File: config.mk
export PLATFORM = sky130hd
export DESIGN_NAME = camera_top
export DESIGN_NICKNAME = d
export VERILOG_FILES = /design/src/rtl/cfg_pkg.sv /design/src/rtl/pixel_pkg.sv /design/src/rtl/camera_top.sv /design/src/rtl/sobel_filter.sv /design/src/rtl/pixel_fifo.sv /design/src/rtl/apb_cfg_regs.sv /design/src/rtl/cmos_capture.sv
export VERILOG_INCLUDE_DIRS = /design/src /design/src/rtl
export SDC_FILE = /design/constraint.sdc
export NUM_CORES = 2
export LEC_CHECK = 0
export ABC_AREA = 1
export BUFFER_PORTS_ARGS = -buffer_cell sky130_fd_sc_hd__buf_2
export CELL_PAD_IN_SITES_DETAIL_PLACEMENT = 0
export CELL_PAD_IN_SITES_GLOBAL_PLACEMENT = 2
export CORE_MARGIN = 1
export CORE_UTILIZATION = 42
export DETAILED_ROUTE_END_ITERATION = 12
export PLACE_DENSITY_LB_ADDON = 0.25
export RECOVER_POWER = 50
export SYNTH_ARGS = -nofsm -noshare
export SYNTH_HDL_FRONTEND = slang
export SYNTH_HIERARCHICAL = 1
export SYNTH_SLANG_ARGS = --single-unit
File: constraint.sdc
create_clock -name pi_clk -period 12.5 [get_ports pi_clk]
set_input_delay 1.25 -clock pi_clk [delete_from_list [all_inputs] [get_ports pi_clk]]
set_output_delay 1.25 -clock pi_clk [all_outputs]
set_load 0.01 [all_outputs]
File: src/rtl/camera_defs.svh
`ifndef CAMERA_DEFS_SVH
`define CAMERA_DEFS_SVH

// frame geometry, raster address is {row, col}
`define FRAME_W 16
`define FRAME_H 8
`define FRAME_N (`FRAME_W * `FRAME_H)
`define X_W 4
`define Y_W 3
`define ADDR_W (`X_W + `Y_W)

// fifo sizing
`define IN_FIFO_DEPTH 8
`define OUT_FIFO_DEPTH 4

// saturating drop counter
`define DROP_W 16

`endif
File: src/rtl/cfg_pkg.sv
`default_nettype none

package cfg_pkg;

	typedef enum logic [1:0] {
		MODE_PASS  = 2'd0,
		MODE_GRAY  = 2'd1,
		MODE_SOBEL = 2'd2
	} mode_t;

	typedef logic [7:0] thresh_t;

	// register map
	localparam logic [3:0] ADDR_MODE   = 4'h0;
	localparam logic [3:0] ADDR_THRESH = 4'h4;
	localparam logic [3:0] ADDR_DROPS  = 4'h8; // read only

	localparam thresh_t THRESH_RST = 8'h40;

endpackage

`default_nettype wire

File: src/rtl/pixel_pkg.sv
`default_nettype none

package pixel_pkg;

	typedef struct packed {
		logic [4:0] r;
		logic [5:0] g;
		logic [4:0] b;
	} rgb565_t;

	typedef logic [7:0] gray_t;

	// input fifo payload
	typedef struct packed {
		logic    sof;
		rgb565_t pix;
	} cam_pix_t;

	// output fifo payload
	typedef struct packed {
		logic    sof;
		logic    eol;
		rgb565_t pix;
	} out_pix_t;

	// (r + 2g + b) / 4 on 8 bit channels
	function automatic gray_t to_gray(rgb565_t p);
		logic [9:0] sum;
		sum = {2'b00, p.r, 3'b000} + {1'b0, p.g, 2'b00, 1'b0} + {2'b00, p.b, 3'b000};
		return sum[9:2];
	endfunction

endpackage

`default_nettype wire

File: src/rtl/camera_top.sv
`timescale 1ns/1ps
`default_nettype none

`include "camera_defs.svh"

module camera_top (
	input  wire logic           pi_clk,
	input  wire logic           rst,
	input  wire logic           cam_vs,
	input  wire logic           cam_hs,
	input  wire logic [7:0]     cam_data,
	input  wire logic           psel,
	input  wire logic           penable,
	input  wire logic           pwrite,
	input  wire logic [3:0]     paddr,
	input  wire logic [31:0]    pwdata,
	output logic [31:0]         prdata,
	output logic                pready,
	output logic                pslverr,
	output logic                out_valid,
	input  wire logic           out_ready,
	output pixel_pkg::out_pix_t out_pix
);
	import pixel_pkg::*;
	import cfg_pkg::*;

	logic               in_push;
	cam_pix_t           in_push_data;
	logic               in_full;
	logic               in_empty;
	logic               in_pop;
	cam_pix_t           in_pop_data;
	logic               out_push;
	out_pix_t           out_push_data;
	logic               out_full;
	logic               out_empty;
	logic [`DROP_W-1:0] drops;
	mode_t              mode;
	thresh_t            thresh;

	assign out_valid = ~out_empty;

	cmos_capture capture_i (
		.pi_clk    (pi_clk),
		.rst       (rst),
		.cam_vs    (cam_vs),
		.cam_hs    (cam_hs),
		.cam_data  (cam_data),
		.fifo_full (in_full),
		.push      (in_push),
		.push_data (in_push_data),
		.drops     (drops)
	);

	pixel_fifo #(.payload_t(cam_pix_t), .DEPTH(`IN_FIFO_DEPTH)) in_fifo_i (
		.pi_clk    (pi_clk),
		.rst       (rst),
		.push      (in_push),
		.push_data (in_push_data),
		.pop       (in_pop),
		.pop_data  (in_pop_data),
		.empty     (in_empty),
		.full      (in_full)
	);

	sobel_filter filter_i (
		.pi_clk   (pi_clk),
		.rst      (rst),
		.in_empty (in_empty),
		.in_data  (in_pop_data),
		.out_full (out_full),
		.mode     (mode),
		.thresh   (thresh),
		.in_pop   (in_pop),
		.out_push (out_push),
		.out_data (out_push_data)
	);

	// drained by the display side
	pixel_fifo #(.payload_t(out_pix_t), .DEPTH(`OUT_FIFO_DEPTH)) out_fifo_i (
		.pi_clk    (pi_clk),
		.rst       (rst),
		.push      (out_push),
		.push_data (out_push_data),
		.pop       (out_valid & out_ready),
		.pop_data  (out_pix),
		.empty     (out_empty),
		.full      (out_full)
	);

	apb_cfg_regs cfg_i (
		.pi_clk  (pi_clk),
		.rst     (rst),
		.psel    (psel),
		.penable (penable),
		.pwrite  (pwrite),
		.paddr   (paddr),
		.pwdata  (pwdata),
		.drops   (drops),
		.prdata  (prdata),
		.pready  (pready),
		.pslverr (pslverr),
		.mode    (mode),
		.thresh  (thresh)
	);

endmodule

`default_nettype wire

File: src/rtl/sobel_filter.sv
`timescale 1ns/1ps
`default_nettype none

`include "camera_defs.svh"

module sobel_filter (
	input  wire logic          pi_clk,
	input  wire logic          rst,
	input  wire logic          in_empty,
	input  pixel_pkg::cam_pix_t in_data,
	input  wire logic          out_full,
	input  cfg_pkg::mode_t     mode,
	input  cfg_pkg::thresh_t   thresh,
	output logic               in_pop,
	output logic               out_push,
	output pixel_pkg::out_pix_t out_data
);
	import pixel_pkg::*;
	import cfg_pkg::*;

	localparam int AW = `ADDR_W;
	localparam int XW = `X_W;
	localparam int YW = `Y_W;

	typedef enum logic {LOAD, SCAN} state_t;

	state_t        state;
	rgb565_t       pix_mem  [`FRAME_N]; // stands in for the sdram frame
	gray_t         gray_mem [`FRAME_N];
	logic [AW-1:0] waddr;
	logic [AW-1:0] wa;
	logic          frame_done;
	logic [XW-1:0] x;
	logic [YW-1:0] y;
	logic [XW-1:0] cx;
	logic [YW-1:0] ry;
	mode_t         mode_q;
	thresh_t       thresh_q;
	gray_t         win [3][3];
	logic [9:0]    gx_pos, gx_neg, gy_pos, gy_neg;
	logic [9:0]    abs_x, abs_y;
	logic [10:0]   mag_sum;
	gray_t         mag;
	logic          border;
	gray_t         g;

	assign in_pop     = (state == LOAD) & ~in_empty;
	assign wa         = in_data.sof ? '0 : waddr; // sof restarts the frame
	assign frame_done = in_pop && (wa == AW'(`FRAME_N - 1));
	assign out_push   = (state == SCAN) & ~out_full;

	always_ff @(posedge pi_clk) begin
		if (in_pop) begin
			pix_mem[wa]  <= in_data.pix;
			gray_mem[wa] <= to_gray(in_data.pix);
		end
		if (frame_done) begin // settings hold for the whole scan
			mode_q   <= mode;
			thresh_q <= thresh;
		end
	end

	always_ff @(posedge pi_clk) begin
		if (rst) begin
			state <= LOAD;
			waddr <= '0;
			x     <= '0;
			y     <= '0;
		end else if (state == LOAD) begin
			if (frame_done) begin
				state <= SCAN;
				waddr <= '0;
			end else if (in_pop) begin
				waddr <= wa + 1'b1;
			end
		end else if (out_push) begin
			x <= x + 1'b1;
			if (x == XW'(`FRAME_W - 1)) begin
				x <= '0;
				y <= y + 1'b1;
				if (y == YW'(`FRAME_H - 1)) begin
					y     <= '0;
					state <= LOAD;
				end
			end
		end
	end

	// 3x3 gray window, wraps at the edges but borders are masked
	always_comb begin
		for (int dy = 0; dy < 3; dy++) begin
			for (int dx = 0; dx < 3; dx++) begin
				ry = y + YW'(dy) - YW'(1);
				cx = x + XW'(dx) - XW'(1);
				win[dy][dx] = gray_mem[{ry, cx}];
			end
		end
	end

	always_comb begin
		gx_pos = {2'b00, win[0][2]} + {1'b0, win[1][2], 1'b0} + {2'b00, win[2][2]};
		gx_neg = {2'b00, win[0][0]} + {1'b0, win[1][0], 1'b0} + {2'b00, win[2][0]};
		gy_pos = {2'b00, win[2][0]} + {1'b0, win[2][1], 1'b0} + {2'b00, win[2][2]};
		gy_neg = {2'b00, win[0][0]} + {1'b0, win[0][1], 1'b0} + {2'b00, win[0][2]};
		abs_x   = (gx_pos >= gx_neg) ? gx_pos - gx_neg : gx_neg - gx_pos;
		abs_y   = (gy_pos >= gy_neg) ? gy_pos - gy_neg : gy_neg - gy_pos;
		mag_sum = {1'b0, abs_x} + {1'b0, abs_y};
		border  = (x == '0) || (x == XW'(`FRAME_W - 1)) || (y == '0) ||
			(y == YW'(`FRAME_H - 1));
		if (border)
			mag = '0;
		else
			mag = (|mag_sum[10:8]) ? 8'hff : mag_sum[7:0]; // saturate
	end

	assign g = win[1][1]; // center gray

	always_comb begin
		out_data.sof = (x == '0) && (y == '0);
		out_data.eol = (x == XW'(`FRAME_W - 1));
		case (mode_q)
			MODE_SOBEL: out_data.pix = (mag > thresh_q) ? 16'hffff : 16'h0000;
			MODE_GRAY:  out_data.pix = {g[7:3], g[7:2], g[7:3]};
			default:    out_data.pix = pix_mem[{y, x}];
		endcase
	end

endmodule

`default_nettype wire

File: src/rtl/pixel_fifo.sv
`timescale 1ns/1ps
`default_nettype none

module pixel_fifo #(
	parameter type payload_t = logic [15:0],
	parameter int  DEPTH     = 8
) (
	input  wire logic pi_clk,
	input  wire logic rst,
	input  wire logic push,
	input  payload_t  push_data,
	input  wire logic pop,
	output payload_t  pop_data,
	output logic      empty,
	output logic      full
);
	localparam int AW = $clog2(DEPTH);

	payload_t      mem [DEPTH];
	logic [AW-1:0] wr_ptr;
	logic [AW-1:0] rd_ptr;
	logic [AW:0]   count;
	logic [AW:0]   count_nxt;
	logic          wr_en;
	logic          rd_en;

	assign wr_en     = push & ~full;
	assign rd_en     = pop & ~empty;
	assign count_nxt = count + (AW + 1)'(wr_en) - (AW + 1)'(rd_en);
	assign pop_data  = mem[rd_ptr]; // head entry, no read latency

	always_ff @(posedge pi_clk) begin
		if (rst) begin
			wr_ptr <= '0;
			rd_ptr <= '0;
			count  <= '0;
			empty  <= 1'b1;
			full   <= 1'b0;
		end else begin
			if (wr_en)
				wr_ptr <= (wr_ptr == AW'(DEPTH - 1)) ? '0 : wr_ptr + 1'b1;
			if (rd_en)
				rd_ptr <= (rd_ptr == AW'(DEPTH - 1)) ? '0 : rd_ptr + 1'b1;
			count <= count_nxt;
			empty <= (count_nxt == '0);
			full  <= (count_nxt == (AW + 1)'(DEPTH));
		end
	end

	always_ff @(posedge pi_clk) begin
		if (wr_en)
			mem[wr_ptr] <= push_data;
	end

endmodule

`default_nettype wire

File: src/rtl/apb_cfg_regs.sv
`timescale 1ns/1ps
`default_nettype none

`include "camera_defs.svh"

module apb_cfg_regs (
	input  wire logic               pi_clk,
	input  wire logic               rst,
	input  wire logic               psel,
	input  wire logic               penable,
	input  wire logic               pwrite,
	input  wire logic [3:0]         paddr,
	input  wire logic [31:0]        pwdata,
	input  wire logic [`DROP_W-1:0] drops,
	output logic [31:0]             prdata,
	output logic                    pready,
	output logic                    pslverr,
	output cfg_pkg::mode_t          mode,
	output cfg_pkg::thresh_t        thresh
);
	import cfg_pkg::*;

	logic addr_ok;
	logic access;

	assign addr_ok = (paddr == ADDR_MODE) || (paddr == ADDR_THRESH) || (paddr == ADDR_DROPS);
	assign access  = psel & penable;

	assign pready  = 1'b1;             // zero wait states
	assign pslverr = access & ~addr_ok;

	always_ff @(posedge pi_clk) begin
		if (rst) begin
			mode   <= MODE_PASS;
			thresh <= THRESH_RST;
		end else if (access && pwrite) begin
			case (paddr)
				ADDR_MODE:   mode   <= mode_t'(pwdata[1:0]);
				ADDR_THRESH: thresh <= pwdata[7:0];
				default:     ; // drops is read only
			endcase
		end
	end

	always_comb begin
		case (paddr)
			ADDR_MODE:   prdata = {30'd0, mode};
			ADDR_THRESH: prdata = {24'd0, thresh};
			ADDR_DROPS:  prdata = {{(32 - `DROP_W){1'b0}}, drops};
			default:     prdata = 32'd0;
		endcase
	end

endmodule

`default_nettype wire

File: src/rtl/cmos_capture.sv
`timescale 1ns/1ps
`default_nettype none

`include "camera_defs.svh"

module cmos_capture (
	input  wire logic               pi_clk,
	input  wire logic               rst,
	input  wire logic               cam_vs,
	input  wire logic               cam_hs,
	input  wire logic [7:0]         cam_data,
	input  wire logic               fifo_full,
	output logic                    push,
	output pixel_pkg::cam_pix_t     push_data,
	output logic [`DROP_W-1:0]      drops
);
	import pixel_pkg::*;

	logic       byte_phase; // 1 while waiting for the low byte
	logic       sof_pend;   // vs seen, next pixel opens the frame
	logic [7:0] hi_byte;
	logic       low_byte;

	assign low_byte = cam_hs & byte_phase & ~cam_vs;

	always_ff @(posedge pi_clk) begin
		if (rst) begin
			byte_phase <= 1'b0;
			sof_pend   <= 1'b0;
			push       <= 1'b0;
			drops      <= '0;
		end else begin
			push <= 1'b0;
			if (cam_vs) begin
				byte_phase <= 1'b0;
				sof_pend   <= 1'b1;
			end else if (cam_hs) begin
				byte_phase <= ~byte_phase;
				if (byte_phase) begin
					if (!fifo_full) begin
						push     <= 1'b1;
						sof_pend <= 1'b0;
					end else if (drops != '1) begin
						drops <= drops + 1'b1; // saturates at all ones
					end
				end
			end
		end
	end

	always_ff @(posedge pi_clk) begin
		if (cam_hs && !byte_phase)
			hi_byte <= cam_data;
		if (low_byte) begin
			push_data.sof <= sof_pend;
			push_data.pix <= {hi_byte, cam_data};
		end
	end

endmodule

`default_nettype wire

==> impl_metrics.csv <==
group,metric,value,unit
sta,holdWs,0.422,ns
grt,grt.total_usage,0.294,
pwr,power.total,37.1,mW
setup_path,path_buf_inv,6,
setup_path,path_class,"flop to flop",
drt,drc,0,
yosys,synthesis.area,151000,sq um
placed_design,hpwl,315000,um
placed_design,portBuffers,63,
sta,max_slew_margin,-2.23,
cells_and_area,num-fill-cells,32658,
floorplanning,chipHeight,601,um
yosys,synth_ff_type,"edfxtp_1",
yosys,yosysTopAreaCellShare,0.634,
drt,detail_route.wl_per_cell,27.9,um
yosys,synth_area_leaders,"edfxtp_1 63%, nand2_1 7.7%, nand3_1 5.1%",
pwr,p_leak,59.6,nW
pwr,p_clk_frac,0.281,
drt,first_pass_iters,9,
sta,worst_slew_pin_slew,4.85,ns
yosys,synth_area_per_cell,10.2,sq um
yosys,yosysWarnings,6,
clock_network,insertion_delay,0.96,ns
job,drv_cap,86,
placed_design,finalWeightedCongestion,0.919,
floorplanning,coreArea,357000,sq um
status,violations,"capacitance limit, slew limit",
cells_and_area,layout-drive-gt1-share,0.0744,
drt,ant_nets,0,
cells_and_area,seqCellArea,97100,sq um
clock_network,cts.sinks,3257,
yosys,ys_ff_latch,3257,
setup_path,start_kind,"flop",
pwr,p_per_area,222,nW/um^2
cells_and_area,area_delta_synth_final,10.6,%
floorplanning,die_w,601,um
grt,antenna_found_initial,22,
clock_network,clockBufferDepth,4,
sta,slew_violations,3170,
sta,setup_total_negative_slack,0,ns
sta,finalCritPeriodShare,0.937,
grt,grt_pass1_wl,774000,um
yosys,synth.distinct_cells,63,
drt,drt-total-wl,548000,um
status,outcome,"finished with violations",
yosys,seq_area_frac_synth,0.644,
clock_network,cts_buffers,358,
sta,rsz0062_at_grt,"no",
pwr,swShare,0.328,
floorplanning,initial_utilization,0.423,
setup_path,cp_top_family,"simple AND/OR/NAND/NOR gates",
setup_path,worst_path_most_repeated_cell,"nand2_1",
floorplanning,rows,219,
pwr,power.switching,12.2,mW
setup_path,slowest_stage,"nor2_4",
clock_network,cts.clk_slew.worst_paths,0.06,ns
pwr,ir_drop,0.768,mV
grt,grt_max_degree,232,
yosys,synthCells,14802,
sta,finClkSkew,0.0736,ns
cells_and_area,nets,14784,
grt,grt_pass1_vias,107278,
drt,vias_per_cell,5.83,
worst_hold_path,hp-class,"flop to flop",
drt,vias,114511,
yosys,synth_top_cell_by_area,"edfxtp_1",
pwr,p_int,24.9,mW
yosys,async_flop_share,0,
yosys,synth-edff-count,3187,
floorplanning,ios,105,
sta,final_hold_viol_count,0,
pwr,combPwrFrac,0.236,
sta,fmax,0.0854,GHz
sta,setup_viol,0,
drt,drt-initial-drc-count,14234,
clock_network,htree_levels,5,
pwr,power_frac_seq,0.483,
setup_path,crit_required,13.19,ns
cells_and_area,multi_input_area,46400,sq um
clock_network,cts_tree,"yes",
setup_path,cp.arrival,12.40,ns
setup_path,critPathMaxStageDelay,0.84,ns
setup_path,crit_path_max_fanout,95,
setup_path,cp-end-kind,"flop",
sta,period_needed,11.71,ns
grt,grt.overflow.total,0,
clock_network,cts-root-buf,"clkbuf_16",
floorplanning,die-area,362000,sq um
==> flip-flops by register name, summed over array words and instances (netlist names), 2 cells and up, named ones only <==
register	flops
in_fifo_i/mem	136
out_fifo_i/count	3
in_fifo_i/rd_ptr	3
filter_i/pix_mem	2048
cfg_i/mode	2
capture_i/push_data	17
filter_i/waddr	7
capture_i/hi_byte	8
in_fifo_i/count	4
out_fifo_i/mem	72
capture_i/drops	16
filter_i/thresh_q	8
filter_i/gray_mem	896
out_fifo_i/rd_ptr	2
filter_i/mode_q	2
filter_i/x	4
out_fifo_i/wr_ptr	2
in_fifo_i/wr_ptr	3
cfg_i/thresh	8
filter_i/y	3
==> cells in the final DEF (no fill, tap or decap), drive strengths merged, types with 46 or more instances in the layout <==
master,instances
nor2,1872
o21ai,1729
nand2,3117
inv,788
edfxtp,3187
nand3,1538
ha,111
nand4,55
buf,286
o22ai,573
or2,156
a21oi,321
dfxtp,70
clkbuf,565
o211ai,46
clkinv,169
==> power by group through the flow <==
| stage | combinational, mW | sequential, mW | clock [mW] |
|---|---|---|---|
| floorplan | 3.28 | 17.1 | 0 |
| detailed placement | 8.84 | 17.9 | 0 |
| finish | 8.74 | 17.9 | 10.4 |
| global route | 9.34 | 18.0 | 11.0 |
| CTS | 8.85 | 17.7 | 10.6 |
| global placement | 8.59 | 17.9 | 0 |
==> layout make-up <==
cell class	instances	share of cell area
antenna	15	0.000225
clock buffer	448	0.0563
clock inverter	205	0.0122
inverter	795	0.0183
multi-input combinational	9765	0.278
sequential	3257	0.582
tap	4751	0.0356
timing repair buffer	403	0.0172
==> metal layers <==
layer	vias to the layer above	wire, um	track usage
met1	56990	229000	0.412
li1	51135	-	-
met3	978	47000	0.0427
met2	5404	244000	0.456
met4	4	26900	0.131
met5	-	27	0
==> cell families (layout without fill, tap and decap cells) <==
family,count (synthesis),after routing,synth area share
flops,3257,3257,0.644
buf+inv,1795,1851,0.0524
fa+ha+maj,152,152,0.0146
simple gates,6762,6762,0.186
other cells,2,32,0.0000498
compound gates,2772,2772,0.0993
mux,8,8,0.000539
xor+xnor,54,54,0.00323
==> Yosys cell counts, types with 4 or more instances <==
cell	count
a211oi_1	8
a21oi_1	321
a31oi_1	22
buf_1	92
buf_2	284
buf_4	98
buf_6	57
clkbuf_1	467
clkinv_1	17
dfxtp_1	70
edfxtp_1	3187
fa_1	41
ha_1	111
inv_1	755
inv_2	20
mux2i_1	7
nand2_1	3104
nand2_2	8
nand2_4	5
nand3_1	1537
nand3b_1	15
nand4_1	54
nor2_1	1849
nor2_2	15
nor2_4	7
o2111ai_1	8
o211a_1	4
o211ai_1	46
o21a_1	28
o21ai_0	1440
o21ai_1	289
o21bai_1	14
o22ai_1	573
or2_1	19
or2_2	135
xnor2_1	12
xor2_1	40
==> through the flow <==
stage	instances	cell area [sq um]	utilization	setup WS, ns
after CTS	19623	167000	0.469	0.867
after detailed placement	18970	156000	0.437	0.885
final	19639	167000	0.468	0.788
after global placement	18970	156000	0.437	0.691
after floorplan	14817	151000	-	3.64
after global routing	19626	167000	0.468	0.100
==> path summary, 6_finish.rpt <==
kind                         from                       to  slack (ns)  cells after the start
max                 filter_i/x[0]    out_fifo_i/mem[3][13]        0.79                     50
max reg2reg         filter_i/x[0]    out_fifo_i/mem[3][13]        0.79                     50
min reg2reg  capture_i/hi_byte[6]  capture_i/push_data[14]        0.42                      0
min          capture_i/hi_byte[6]  capture_i/push_data[14]        0.42                      0
==> what timing repair did <==
action,4_1_cts,5_1_grt
setup endpoints to repair,0,4
endpoints found under the hold margin,0,0
setup buffers,0,0
resized for setup,0,3
hold buffers,0,0
No activity file was read; power rests on OpenSTA's default activity.
